File: src/verilog/noc_bridge_pkg.sv
// Shared widths and word layout for the network to AXIS bridge
// Response flits are assumed no wider than request flits
// The AXIS tdata is one header bit above the flit data field
package noc_bridge_pkg;

  ////////////////////
  // Flit widths
  ////////////////////

  localparam int unsigned ReqFlitWidth = 40;
  localparam int unsigned RspFlitWidth = 34;

  // Data field sized for the wider channel
  localparam int unsigned FlitDataWidth =
    (ReqFlitWidth > RspFlitWidth) ? ReqFlitWidth : RspFlitWidth;

  ////////////////////
  // Types
  ////////////////////

  // Channel tag carried in the top bit of every AXIS word
  typedef enum logic {
    request  = 1'b0,
    response = 1'b1
  } channel_hdr_e;

  typedef logic [ReqFlitWidth-1:0] req_flit_t;
  typedef logic [RspFlitWidth-1:0] rsp_flit_t;

  // Header above data, 41 bits with the default widths
  typedef struct packed {
    channel_hdr_e             hdr;
    logic [FlitDataWidth-1:0] data;
  } axis_word_t;

endpackage

File: src/verilog/flit_rr_arbiter.sv
// Merges the request and response flit streams into one tagged word stream
// Purely combinational path from inputs to output, only the grant state is registered
// Inputs must hold valid and data until accepted, or the locked grant sees a dropped flit
`timescale 1ns/10ps

module flit_rr_arbiter import noc_bridge_pkg::*; (
  input  logic         clk_i,
  input  logic         rst_n_i,
  input  logic         req_valid_i,
  input  req_flit_t    req_data_i,
  output logic         req_ready_o,
  input  logic         rsp_valid_i,
  input  rsp_flit_t    rsp_data_i,
  output logic         rsp_ready_o,
  output logic         out_valid_o,
  output axis_word_t   out_word_o,
  input  logic         out_ready_i
);

  // Channel that wins a tie on the next arbitration
  channel_hdr_e prio_q;
  // Grant held across a stalled output
  logic         lock_q;
  channel_hdr_e lock_idx_q;
  channel_hdr_e gnt_idx;

  ////////////////////
  // Grant selection
  ////////////////////

  always_comb begin
    if (lock_q) begin
      gnt_idx = lock_idx_q;
    end else if (req_valid_i && rsp_valid_i) begin
      gnt_idx = prio_q;
    end else if (rsp_valid_i) begin
      gnt_idx = response;
    end else begin
      gnt_idx = request;
    end
  end

  assign out_valid_o = (gnt_idx == response) ? rsp_valid_i : req_valid_i;

  // Loser sees ready low, both high while idle
  assign req_ready_o = out_ready_i & (~out_valid_o | (gnt_idx == request));
  assign rsp_ready_o = out_ready_i & (~out_valid_o | (gnt_idx == response));

  // Tag with the grant, zero-extend the narrower flit
  always_comb begin
    out_word_o.hdr  = gnt_idx;
    out_word_o.data = '0;
    if (gnt_idx == response) begin
      out_word_o.data[RspFlitWidth-1:0] = rsp_data_i;
    end else begin
      out_word_o.data[ReqFlitWidth-1:0] = req_data_i;
    end
  end

  ////////////////////
  // Grant state
  ////////////////////

  always_ff @(posedge clk_i or negedge rst_n_i) begin
    if (!rst_n_i) begin
      prio_q     <= request;
      lock_q     <= 1'b0;
      lock_idx_q <= request;
    end else if (out_valid_o && out_ready_i) begin
      // Pass priority to the other channel
      prio_q <= (gnt_idx == request) ? response : request;
      lock_q <= 1'b0;
    end else if (out_valid_o) begin
      // Stalled, hold this grant
      lock_q     <= 1'b1;
      lock_idx_q <= gnt_idx;
    end
  end

endmodule

File: src/verilog/stream_fifo.sv
// Valid/ready FIFO for any packed payload type
// Depth of at least 1, output data comes straight from the storage registers
// No push while full, so ready_o never depends on ready_i
`timescale 1ns/10ps

module stream_fifo #(
  parameter type         payload_t = logic,
  parameter int unsigned Depth     = 2
) (
  input  logic     clk_i,
  input  logic     rst_n_i,
  input  logic     valid_i,
  input  payload_t data_i,
  output logic     ready_o,
  output logic     valid_o,
  output payload_t data_o,
  input  logic     ready_i
);

  localparam int unsigned PtrWidth = (Depth > 1) ? $clog2(Depth) : 1;
  localparam int unsigned CntWidth = $clog2(Depth + 1);
  localparam logic [PtrWidth-1:0] LastPtr = PtrWidth'(Depth - 1);
  localparam logic [CntWidth-1:0] FullCnt = CntWidth'(Depth);

  payload_t            mem_q [Depth];
  logic [PtrWidth-1:0] wr_ptr_q;
  logic [PtrWidth-1:0] rd_ptr_q;
  logic [CntWidth-1:0] count_q;
  logic                push;
  logic                pop;

  // Status from the fill count only
  assign ready_o = (count_q != FullCnt);
  assign valid_o = (count_q != '0);
  assign data_o  = mem_q[rd_ptr_q];

  assign push = valid_i & ready_o;
  assign pop  = valid_o & ready_i;

  ////////////////////
  // Storage
  ////////////////////

  always_ff @(posedge clk_i) begin
    if (push) begin
      mem_q[wr_ptr_q] <= data_i;
    end
  end

  ////////////////////
  // Pointers and count
  ////////////////////

  always_ff @(posedge clk_i or negedge rst_n_i) begin
    if (!rst_n_i) begin
      wr_ptr_q <= '0;
      rd_ptr_q <= '0;
      count_q  <= '0;
    end else begin
      if (push) begin
        wr_ptr_q <= (wr_ptr_q == LastPtr) ? '0 : wr_ptr_q + 1'b1;
      end
      if (pop) begin
        rd_ptr_q <= (rd_ptr_q == LastPtr) ? '0 : rd_ptr_q + 1'b1;
      end
      // Push and pop together leave the count alone
      case ({push, pop})
        2'b10:   count_q <= count_q + 1'b1;
        2'b01:   count_q <= count_q - 1'b1;
        default: count_q <= count_q;
      endcase
    end
  end

endmodule

File: src/verilog/axis_flit_demux.sv
// Steers incoming AXIS words to the request or response channel by header
// Combinational only, the word must stay stable while in_valid_i is high
// Data above each flit width is dropped
`timescale 1ns/10ps

module axis_flit_demux import noc_bridge_pkg::*; (
  input  logic       in_valid_i,
  input  axis_word_t in_word_i,
  output logic       in_ready_o,
  output logic       req_valid_o,
  output req_flit_t  req_data_o,
  input  logic       req_ready_i,
  output logic       rsp_valid_o,
  output rsp_flit_t  rsp_data_o,
  input  logic       rsp_ready_i
);

  logic sel_rsp;

  // Header decode, the only place it is looked at
  assign sel_rsp = (in_word_i.hdr == response);

  ////////////////////
  // Handshake
  ////////////////////

  // Unselected channel keeps valid low
  assign req_valid_o = in_valid_i & ~sel_rsp;
  assign rsp_valid_o = in_valid_i & sel_rsp;

  // Only the target channel can stall the beat
  assign in_ready_o = sel_rsp ? rsp_ready_i : req_ready_i;

  ////////////////////
  // Payload
  ////////////////////

  // Truncate to each flit width
  assign req_data_o = in_word_i.data[ReqFlitWidth-1:0];
  assign rsp_data_o = in_word_i.data[RspFlitWidth-1:0];

endmodule

File: src/verilog/noc_axis_bridge.sv
// Bridge between the request/response flit channels and one AXIS link
// Single clock domain, no tkeep/tlast or other sideband
// At least one cycle of latency in each direction through the FIFOs
`timescale 1ns/10ps

module noc_axis_bridge import noc_bridge_pkg::*; #(
  parameter int unsigned OutFifoDepth    = 2,
  parameter int unsigned EgressFifoDepth = 2
) (
  input  logic       clk_i,
  input  logic       rst_n_i,
  // Flits from the network
  input  logic       req_valid_i,
  input  req_flit_t  req_data_i,
  output logic       req_ready_o,
  input  logic       rsp_valid_i,
  input  rsp_flit_t  rsp_data_i,
  output logic       rsp_ready_o,
  // AXIS out
  output logic       axis_out_tvalid_o,
  output axis_word_t axis_out_tdata_o,
  input  logic       axis_out_tready_i,
  // AXIS in
  input  logic       axis_in_tvalid_i,
  input  axis_word_t axis_in_tdata_i,
  output logic       axis_in_tready_o,
  // Flits to the network
  output logic       req_valid_o,
  output req_flit_t  req_data_o,
  input  logic       req_ready_i,
  output logic       rsp_valid_o,
  output rsp_flit_t  rsp_data_o,
  input  logic       rsp_ready_i
);

  // Arbiter to output FIFO
  logic       arb_valid;
  axis_word_t arb_word;
  logic       arb_ready;

  // Demux to egress FIFOs
  logic      dmx_req_valid;
  req_flit_t dmx_req_data;
  logic      dmx_req_ready;
  logic      dmx_rsp_valid;
  rsp_flit_t dmx_rsp_data;
  logic      dmx_rsp_ready;

  ////////////////////
  // Network to AXIS
  ////////////////////

  flit_rr_arbiter flit_rr_arbiter_inst (
    .clk_i       (clk_i),
    .rst_n_i     (rst_n_i),
    .req_valid_i (req_valid_i),
    .req_data_i  (req_data_i),
    .req_ready_o (req_ready_o),
    .rsp_valid_i (rsp_valid_i),
    .rsp_data_i  (rsp_data_i),
    .rsp_ready_o (rsp_ready_o),
    .out_valid_o (arb_valid),
    .out_word_o  (arb_word),
    .out_ready_i (arb_ready)
  );

  // Registers the merged word before it leaves
  stream_fifo #(.payload_t(axis_word_t), .Depth(OutFifoDepth)) out_fifo_inst (
    .clk_i (clk_i), .rst_n_i (rst_n_i),
    .valid_i (arb_valid), .data_i (arb_word), .ready_o (arb_ready),
    .valid_o (axis_out_tvalid_o), .data_o (axis_out_tdata_o), .ready_i (axis_out_tready_i)
  );

  ////////////////////
  // AXIS to network
  ////////////////////

  axis_flit_demux axis_flit_demux_inst (
    .in_valid_i (axis_in_tvalid_i), .in_word_i (axis_in_tdata_i),
    .in_ready_o (axis_in_tready_o),
    .req_valid_o (dmx_req_valid), .req_data_o (dmx_req_data), .req_ready_i (dmx_req_ready),
    .rsp_valid_o (dmx_rsp_valid), .rsp_data_o (dmx_rsp_data), .rsp_ready_i (dmx_rsp_ready)
  );

  // One egress FIFO per channel
  stream_fifo #(.payload_t(req_flit_t), .Depth(EgressFifoDepth)) req_fifo_inst (
    .clk_i (clk_i), .rst_n_i (rst_n_i),
    .valid_i (dmx_req_valid), .data_i (dmx_req_data), .ready_o (dmx_req_ready),
    .valid_o (req_valid_o), .data_o (req_data_o), .ready_i (req_ready_i)
  );

  stream_fifo #(.payload_t(rsp_flit_t), .Depth(EgressFifoDepth)) rsp_fifo_inst (
    .clk_i (clk_i), .rst_n_i (rst_n_i),
    .valid_i (dmx_rsp_valid), .data_i (dmx_rsp_data), .ready_o (dmx_rsp_ready),
    .valid_o (rsp_valid_o), .data_o (rsp_data_o), .ready_i (rsp_ready_i)
  );

endmodule

File: config.mk
export PLATFORM = sky130hd
export DESIGN_NAME = noc_axis_bridge
export DESIGN_NICKNAME = d
export VERILOG_FILES = /design/src/verilog/noc_bridge_pkg.sv /design/src/verilog/flit_rr_arbiter.sv /design/src/verilog/stream_fifo.sv /design/src/verilog/axis_flit_demux.sv /design/src/verilog/noc_axis_bridge.sv
export SDC_FILE = /design/constraint.sdc
export NUM_CORES = 1
export LEC_CHECK = 0
export BUFFER_PORTS_ARGS = -buffer_cell sky130_fd_sc_hd__buf_2
export CORE_MARGIN = 2
export CORE_UTILIZATION = 45
export CTS_CLUSTER_SIZE = 30
export DETAILED_ROUTE_END_ITERATION = 10
export PLACE_DENSITY = 0.69
export SLEW_MARGIN = 20
export SYNTH_ARGS = -nofsm -noshare
export SYNTH_HDL_FRONTEND = slang
export SYNTH_SLANG_ARGS = --single-unit
File: constraint.sdc
create_clock -name clk_i -period 5 [get_ports clk_i]
set_input_delay 0.5 -clock clk_i [delete_from_list [all_inputs] [get_ports clk_i]]
set_output_delay 0.5 -clock clk_i [all_outputs]
set_load 0.01 [all_outputs]
==> results of run 1 <==
==> through the flow <==
step	hold slack, ps	util [%]	area, sq um	total power (uW)
after floorplan	204	-	9680	4640
after global placement	425	53.0	11200	5350
after detailed placement	434	53.2	11200	5460
after CTS	151	57.4	12100	7450
after global routing	157	57.5	12100	7720
final	178	57.5	12100	7360
==> metal layers <==
metal  global-route usage (%)  wire length, microns  vias to the layer above
met1                     20.0                  7740                     2479
met4                     4.35                   346                        0
met3                     4.67                  1640                       34
met2                     26.1                  8650                      220
li1                         -                     -                     2378
met5                        0                     0                        -
==> cell type report <==
cell class	count	area (sq um)
Inverter	4	15.0
Multi-Input combinational cell	212	2270
Sequential cell	245	7280
Clock inverter	16	238
Timing Repair Buffer	252	1350
Tap cell	275	344
Fill cell	1631	8960
Clock buffer	27	633
==> worst max-delay path: stages, from the launching register on <==
cell,delay (ps)
dfrtp_1,400
and2b_1,200
o21a_2,340
buf_4,510
a21oi_1,140
buf_2,160
==> cells in the mapped netlist <==
master	instances	share of area (%)
o2bb2ai_1	2	0.18
or2_2	3	0.19
ha_1	3	0.39
a21oi_1	4	0.21
buf_12	3	0.62
mux2i_1	1	0.10
nor2b_1	2	0.13
edfxtp_1	230	71
nor2_1	8	0.31
nand2b_1	4	0.26
nand3b_1	1	0.078
mux2_2	119	14
dfrtp_1	15	3.9
and2_1	10	0.65
nand3_1	1	0.052
mux2_4	31	4.8
xnor2_1	8	0.72
o21a_1	1	0.078
inv_1	4	0.16
and2b_1	1	0.078
buf_2	11	0.57
o21ai_0	1	0.052
nand2_1	4	0.16
clkbuf_1	3	0.12
a211oi_2	1	0.13
xor2_1	7	0.63
buf_6	2	0.23
==> worst max-delay path by stage <==
stage	to	slack (ps)	cells past startpoint
floorplan	out_fifo_inst.mem_q[0][0]$_DFFE_PP_	1770	3
global placement	out_fifo_inst.mem_q[0][27]$_DFFE_PP_	2480	4
detailed placement	rsp_ready_o	2540	6
CTS	rsp_ready_o	2190	5
global route	rsp_ready_o	2110	5
finish	rsp_ready_o	2230	5
==> kinds of logic after synthesis <==
kind of cell | after synthesis
simple gates | 34
compound gates | 9
buf+inv | 23
fa+ha+maj | 3
flops | 245
mux | 151
xor+xnor | 15
==> power groups by stage <==
| stage | clock [uW] | sequential (uW) | combinational (uW) |
|---|---|---|---|
| detailed placement | 0 | 3120 | 2350 |
| floorplan | 0 | 3000 | 1640 |
| global placement | 0 | 3090 | 2260 |
| finish | 1960 | 3070 | 2330 |
| global route | 2090 | 3120 | 2520 |
| CTS | 2010 | 3080 | 2360 |
==> flip-flops by register name, indices dropped and copies added, names as in the netlist <==
register and cells:
rsp_fifo_inst.rd_ptr_q 1, flit_rr_arbiter_inst.lock_idx_q 1, req_fifo_inst.rd_ptr_q 1, out_fifo_inst.rd_ptr_q 1, flit_rr_arbiter_inst.prio_q 1, out_fifo_inst.count_q 2, req_fifo_inst.count_q 2, req_fifo_inst.wr_ptr_q 1
req_fifo_inst.mem_q 80, out_fifo_inst.mem_q 82, rsp_fifo_inst.wr_ptr_q 1, out_fifo_inst.wr_ptr_q 1, flit_rr_arbiter_inst.lock_q 1, rsp_fifo_inst.mem_q 68, rsp_fifo_inst.count_q 2
==> metrics, run 1 <==
outcome finished, final reports clean; R2R Setup Slk about 2700 ps; antenna viol nets, final 0; Avg Inst Size Synth a little over 20 sq um; routability cong. 0.761; global-route wire length before repair 27600 microns; final setup vio count 0; Post-Route WL ~18000 microns; IO Port Bufs 243; combinational fraction of design power approximately a third; antenna diode count 0; DP Cell Count between 900 and 1000; Remaining DRCs 0; die area 22700 sq um; Synth Area in Compound Gates less than 1%; Leak Pwr around 0.0047 uW; worst slack at placement about 2500 ps; via count 5111; deepest clock path buffer count 3; final worst path period share 55.3%; reg2reg end out_fifo_inst.mem_q[1][30]$_DFFE_PP_; Max-Cap Viols 0; share of layout cells above drive strength 1 about three fifths; Rows 53; final net count 866; DRT iter0 DRCs about 220; R2R depth 3; hold path depth 1; Least-Margin Pin Slew 1030 ps; HP Class primary input to flop; min-delay src axis_in_tdata_i[37]; number of library cell types mapped by synthesis 27; I/O Pins roughly 240; CP startpoint kind flop; core area approximately 21000 sq um; WHS Endpoint req_fifo_inst.mem_q[1][37]$_DFFE_PP_; total gr overflow 0; Synth Area in Simple Gates 1.90%; max-slew violation count 0; Seq pwr share 41.7%; initial antenna violation count 0; area share of fa/ha/maj cells after synthesis less than 1%; pwr dens approximately 610 nW/um^2; setup TNS 0 ps; combinational family with the most area after synthesis multiplexers; TritonCTS clock tree done; xor/xnor share of the synthesized area about 1.4%; CTS resizes 0; Worst Path Class, Setup flop to output port; floorplan die width about 150 microns; endpoints failing hold 0; Synth Net Count about 610; critical path arrival roughly 2300 ps; Final Non-Filler Cells about 1000; Pint ~5200 uW; hpwl dp about 12000 microns; CTS buffer count 25; clk_lat worst skew around 500 ps; Initial Util between 40% and 50%; All-Layer GR Usage roughly 16%; critical path required time 4500 ps; Tmin final between 2000 and 3000 ps; Routed WL per cell between 15 and 20 microns; multiplexer area fraction after synthesis a little under a fifth; number of global-route vias before repair 5346; CP Capture Type output port; pin count of the biggest net entering global routing 43; Die Span Y around 150 microns; CP max FO 30; FF-to-FF Start out_fifo_inst.count_q[1]$_DFFE_PN0P_; synthesized area about 9700 sq um; commonest non-fill, non-tap cell in the layout buf_2; post-synthesis sequential area ratio roughly 75%; Sw Ratio 29.2%; Yosys reg bits roughly 250; RSZ-0062 raised after global routing no; count of hold-fix buffers inserted at cts 1; Detailed Routing Iterations Pass 1 4; clk sinks 245; postcts setup bufs 0; CP startpoint flit_rr_arbiter_inst.prio_q$_DFFE_PN0N_; P&R area growth vs syn 25.4%; vias per std cell ~5; commonest cells after routing, fill and taps aside buf_2 (243), edfxtp_1 (230), mux2_2 (119); Clock Tree Root clkbuf_16; clk_skew between 10 and 15 ps; Clock power frac between 20% and 30%; highest clock rate roughly 0.36 GHz; yosys warns 0; maximum vdd ir drop around 470 uV; Worst-path clk slew 60 ps; PnR worst setup slack between 2000 and 2500 ps; Syn Inst Count 480; Slew Limit Headroom a little over 30%; net load switching power between 2000 and 2500 uW; H-tree depth 1
Power figures use the tool's default switching activity.
==> inputs of run 2 (changes only) <==
--- a/config.mk
+++ b/config.mk
@@ -5,12 +5,13 @@
 export SDC_FILE = /design/constraint.sdc
 export NUM_CORES = 1
 export LEC_CHECK = 0
+export ABC_AREA = 1
 export BUFFER_PORTS_ARGS = -buffer_cell sky130_fd_sc_hd__buf_2
 export CORE_MARGIN = 2
 export CORE_UTILIZATION = 45
 export CTS_CLUSTER_SIZE = 30
 export DETAILED_ROUTE_END_ITERATION = 10
-export PLACE_DENSITY = 0.69
+export PLACE_DENSITY = 0.72
 export SLEW_MARGIN = 20
 export SYNTH_ARGS = -nofsm -noshare
 export SYNTH_HDL_FRONTEND = slang
==> constraint.sdc (replaced) <==
create_clock -name clk_i -period 2.21 [get_ports clk_i]
set_input_delay 0.221 -clock clk_i [delete_from_list [all_inputs] [get_ports clk_i]]
set_output_delay 0.221 -clock clk_i [all_outputs]
set_load 0.01 [all_outputs]
==> metrics, run 2 <==
Synth Net Count between 900 and 1000; Yosys reg bits 245; antenna viol nets, final 0; Rows 53; DRT iter0 DRCs around 320; Post-synth EDFFs 230; I/O Pins approximately 240; Worst-path clk slew around 60 ps; commonest non-fill, non-tap cell in the layout nand2_1; Max-Cap Viols 0; Top Registers out_fifo_inst.mem_q: 82 flops, req_fifo_inst.mem_q: 80 flops, rsp_fifo_inst.mem_q: 68 flops; Pint between 10000 and 15000 uW; global-route wire length before repair between 30000 and 40000 microns; Die Span Y between 150 and 200 microns; critical path required time between 2000 and 3000 ps; placed inst area around 11000 sq um; total gr overflow 0; initial antenna violation count 0; synthesized area roughly 9600 sq um; die area between 20000 and 25000 sq um; final worst path period share slightly above 90%; CTS resizes 0; hold path depth 3; Crit-path slowest cell dlygate4sd3_1; share of layout cells above drive strength 1 25.8%; via count around 6700; most common library cells after synthesis nand2_1 (470), edfxtp_1 (230), inv_1 (25); CTS buffer count 25; commonest cells after routing, fill and taps aside nand2_1 (470), buf_2 (243), edfxtp_1 (230); deepest clock path buffer count 3; HP Class primary input to flop; clk_skew approximately 28 ps; RSZ-0062 raised after global routing no; Least-Margin Pin Slew 488 ps; highest clock rate between 0.4 and 0.5 GHz; final net count between 1000 and 1500; yosys warns 0; Remaining DRCs 0; Slew Limit Headroom around two thirds; Syn Inst Count between 800 and 900; IO Port Bufs roughly 240; Synth area leaders edfxtp_1 (72%), nand2_1 (18%), dfrtp_1 (3.9%); CP max FO 35; max-slew violation count 0; routability cong. roughly 0.8; Async S/R FF share, synth approximately 6%; clk_lat worst skew approximately 530 ps; Initial Util between 40% and 50%; Worst Path Class, Setup flop to flop; Slowest Stage Delay on Critical Path approximately 570 ps; pin count of the biggest net entering global routing 42; P&R area growth vs syn 31.7%; net load switching power approximately 5800 uW; Clock power frac a little under a quarter; maximum vdd ir drop between 600 and 700 uV; TritonCTS clock tree done; R2R depth 7; most used cell, CP nand2_1; Tmin final around 2100 ps; setup TNS 0 ps; crit path cell chain nor2_2, nand2_2, nand2_4, buf_4, nand2_1, nand2_1, dlygate4sd3_1; post-synthesis sequential area ratio about 76%; core area ~21000 sq um; Leak Pwr roughly 0.0057 uW; most frequent cell after synthesis nand2_1; Clock Tree Root clkbuf_16; vias per std cell between 4 and 5; antenna diode count 0; number of global-route vias before repair 6779; number of library cell types mapped by synthesis 21; Post-Route WL between 20000 and 25000 microns; Yosys top cell area share a little under three quarters; All-Layer GR Usage 18.8%; critical path arrival ~2400 ps; Seq pwr share about two fifths; Routed WL per cell between 15 and 20 microns; Sw Ratio between 30% and 40%; CP startpoint kind flop; finished layout cell area about 13000 sq um; pwr dens around 1300 nW/um^2; H-tree depth 1; Synth area leader edfxtp_1; clk sinks 245; Largest register FFs between 80 and 90; combinational fraction of design power 35.7%; hpwl dp between 10000 and 15000 microns; outcome finished, final reports clean; ys flop type edfxtp_1; Avg Inst Size Synth approximately 12 sq um; Biggest register out_fifo_inst.mem_q; endpoints failing hold 0; Detailed Routing Iterations Pass 1 5; CP Capture Type flop; final setup vio count 0; floorplan die width between 150 and 200 microns
[run 2: cell families after synthesis]
group | count (synthesis) | synth area share (%)
xor gates and xnor gates | 11 | 1.00
DFF | 245 | 75.7
buffers and inverters | 61 | 2.98
and+or+nand+nor | 493 | 19.5
AOI/OAI and AO/OA | 8 | 0.416
adders and majority gates | 3 | 0.390
[run 2: path summary, 6_finish.rpt]
path | slack, ps | startpoint | to
min | 20 | req_data_i[17] | out_fifo_inst.mem_q[0][17]$_DFFE_PP_
max in group asynchronous | 1770 | rst_n_i | req_fifo_inst.rd_ptr_q$_DFFE_PN0P_
min reg2reg | 480 | flit_rr_arbiter_inst.prio_q$_DFFE_PN0N_ | flit_rr_arbiter_inst.prio_q$_DFFE_PN0N_
max | 160 | flit_rr_arbiter_inst.lock_q$_DFFE_PN0P_ | out_fifo_inst.mem_q[0][11]$_DFFE_PP_
min in group asynchronous | 150 | rst_n_i | rsp_fifo_inst.count_q[0]$_DFFE_PN0P_
max reg2reg | 160 | flit_rr_arbiter_inst.lock_q$_DFFE_PN0P_ | out_fifo_inst.mem_q[0][11]$_DFFE_PP_
[run 2: cell type report]
cell class                      count  area (sq um)
Tap cell                          275           344
Multi-Input combinational cell    515          2090
Inverter                           29           111
Clock buffer                       27           633
Clock inverter                     15           110
Fill cell                        1660          8360
Sequential cell                   245          7280
Timing Repair Buffer              326          2100
[run 2: power by group through the flow]
stage	clock network [uW]	logic, uW	registers (uW)
floorplan	0	3400	6780
global placement	0	5680	6790
detailed placement	0	5770	6830
CTS	3910	5940	6740
global route	4080	6540	6830
finish	3830	5870	6740
[run 2: repair_timing]
item / in CTS / in global routing
hold endpoints to repair: 197 / 0
hold buffers: 68 / 0
buffers inserted: 0 / 0
[run 2: per-stage QoR]
stage	std cells	util, %	setup slack, ps	hold slack, ps	total power [uW]
4_1_cts	1432	60.2	180	0.301	16600
5_1_grt	1432	60.2	0.880	7.37	17500
6_report	1432	60.2	157	20.0	16400
3_5_place_dp	1322	53.5	419	156	12600
2_1_floorplan	821	-	-567	-74.6	10200
3_3_place_gp	1322	53.5	434	154	12500
[run 2: critical path, delay by kind of cell (launching register included)]
| family | cells | cell delay [ps] |
|---|---|---|
| flops | 1 | 410 |
| simple gates | 5 | 530 |
| buf+inv | 2 | 940 |
[run 2: per-layer routing]
layer / global-route usage [%] / wire length (microns) / vias to the layer above
li1: - / - / 3331
met3: 4.00 / 1250 / 57
met2: 33.2 / 11000 / 228
met5: 0 / 0 / -
met4: 8.44 / 736 / 0
met1: 22.0 / 8600 / 3104
==> inputs of run 3 (changes only) <==
--- a/config.mk
+++ b/config.mk
@@ -5,9 +5,7 @@
 export SDC_FILE = /design/constraint.sdc
 export NUM_CORES = 1
 export LEC_CHECK = 0
-export ABC_AREA = 1
 export BUFFER_PORTS_ARGS = -buffer_cell sky130_fd_sc_hd__buf_2
-export CORE_MARGIN = 2
 export CORE_UTILIZATION = 45
 export CTS_CLUSTER_SIZE = 30
 export DETAILED_ROUTE_END_ITERATION = 10
==> metrics, run 3 (synthesis results as in run 1) <==
final worst path period share 93.0%; reg2reg end out_fifo_inst.mem_q[0][24]$_DFFE_PP_; R2R Setup Slk about 300 ps; endpoints failing hold 0; Largest register FFs approximately 80; Post-Route WL 19400 microns; number of global-route vias before repair around 5800; via count between 5000 and 6000; Top Registers out_fifo_inst.mem_q: 82 flops, req_fifo_inst.mem_q: 80 flops, rsp_fifo_inst.mem_q: 68 flops; final net count about 920; crit path cell chain and2b_1, o21a_4, inv_1, a21oi_1, buf_2; I/O Pins between 200 and 250; Routed WL per cell ~18 microns; Worst-path clk slew ~60 ps; critical path arrival between 1500 and 2000 ps; share of layout cells above drive strength 1 55.4%; finished layout cell area between 10000 and 15000 sq um; Crit-path slowest cell dfrtp_1; antenna viol nets, final 0; commonest cells after routing, fill and taps aside buf_2 (243), edfxtp_1 (230), mux2_2 (119); vias per std cell a little under 5; DRT iter0 DRCs ~220; Slew Limit Headroom a little over 70%; Clock Tree Root clkbuf_16; Leak Pwr a little under 0.005 uW; HP Class primary input to flop; postcts setup bufs 0; clk sinks 245; hpwl dp approximately 13000 microns; Die Span Y about 150 microns; routability cong. between 0.8 and 0.9; maximum vdd ir drop around 720 uV; total gr overflow 0; DP Cell Count roughly 990; Least-Margin Pin Slew about 410 ps; CP max FO 12; initial antenna violation count 0; outcome finished, final reports clean; Tmin final around 2100 ps; instance count on the critical path 5; H-tree depth 1; pwr dens between 1000 and 1500 nW/um^2; pin count of the biggest net entering global routing between 40 and 50; Biggest register out_fifo_inst.mem_q; Rows 53; CP startpoint kind flop; TritonCTS clock tree done; deepest clock path buffer count 3; floorplan die width around 150 microns; Critical Path End req_ready_o; IO Port Bufs around 240; Final Non-Filler Cells approximately 1100; commonest non-fill, non-tap cell in the layout buf_2; Max-Cap Viols 0; R2R depth 4; Worst Path Class, Setup flop to output port; P&R area growth vs syn 30.2%; clk_skew roughly 11 ps; max-slew violation count 0; die area 22100 sq um; clk_lat worst skew 510 ps; CP Buf/Inv Count 2; core area approximately 21000 sq um; Initial Util approximately 46%; global-route wire length before repair approximately 30000 microns; CP startpoint flit_rr_arbiter_inst.prio_q$_DFFE_PN0N_; antenna diode count 0; CP Capture Type output port; All-Layer GR Usage between 10% and 20%; Slowest Stage Delay on Critical Path around 400 ps; placed inst area around 11000 sq um; delay-heaviest family, CP compound AO/OA/AOI/OAI gates; Detailed Routing Iterations Pass 1 4; RSZ-0062 raised after global routing no; CTS buffer count 25; Remaining DRCs 0; # fillers 1513; final setup vio count 0; highest clock rate ~0.5 GHz; FF-to-FF Start out_fifo_inst.count_q[1]$_DFFE_PN0P_; critical path required time roughly 2000 ps
run 3: metal layers:
metal,vias to the layer above,wire (microns),track usage (%)
met4,0,313,4.64
li1,2486,-,-
met3,26,1660,4.11
met2,231,9790,31.8
met1,2602,7590,20.8
met5,-,0,0
run 3: worst min-delay path by stage:
| stage | start | depth (start not counted) | end |
|---|---|---|---|
| final | rsp_data_i[31] | 2 | out_fifo_inst.mem_q[1][31]$_DFFE_PP_ |
| after CTS | req_data_i[6] | 2 | out_fifo_inst.mem_q[1][6]$_DFFE_PP_ |
| after floorplan | rst_n_i | 0 | flit_rr_arbiter_inst.lock_idx_q$_DFFE_PN0P_ |
| after global routing | rsp_data_i[31] | 2 | out_fifo_inst.mem_q[1][31]$_DFFE_PP_ |
| after global placement | rst_n_i | 1 | rsp_fifo_inst.count_q[0]$_DFFE_PN0P_ |
| after detailed placement | rst_n_i | 1 | flit_rr_arbiter_inst.lock_idx_q$_DFFE_PN0P_ |
run 3: worst register-to-register path, stage by stage, from the launching register on:
cell,delay (ps)
dfrtp_1,410
nor2b_1,210
a211oi_2,410
nor2b_4,230
buf_4,320
run 3: layout make-up:
type / count / area, sq um / share of cell area (%)
flip-flops and latches: 245 / 7280 / 57.8
multi-input cells: 212 / 2280 / 18.1
repair buffers: 310 / 1940 / 15.4
clock buffers: 32 / 652 / 5.17
well taps: 275 / 344 / 2.73
clock inverters: 11 / 85.1 / 0.675
inverters: 4 / 15.0 / 0.119
run 3: repair_timing:
action / CTS / global route
resized for setup: 1 / 0
endpoints found under the hold margin: 178 / 2
setup endpoints to repair: 1 / 0
hold buffers: 52 / 1
run 3: power breakdown:
part,internal [uW],leakage (uW),switching (uW)
registers,6460,0.00229,334
logic,2700,0.00220,2910
clock network,2200,0.000360,1600
total,11400,0.00486,4850
run 3: stage by stage:
stage                     utilization [%]  TNS [ps]  hold WS, ps  total power (uW)  setup slack [ps]
final                                59.9         0         26.4             16200               155
after floorplan                         -    -47250        -74.6             10500              -591
after global routing                 59.9         0         5.46             17000              24.0
after CTS                            59.9         0      0.00494             16400              97.4
after global placement               53.9         0          152             12300               374
after detailed placement             53.9         0          162             12500               279
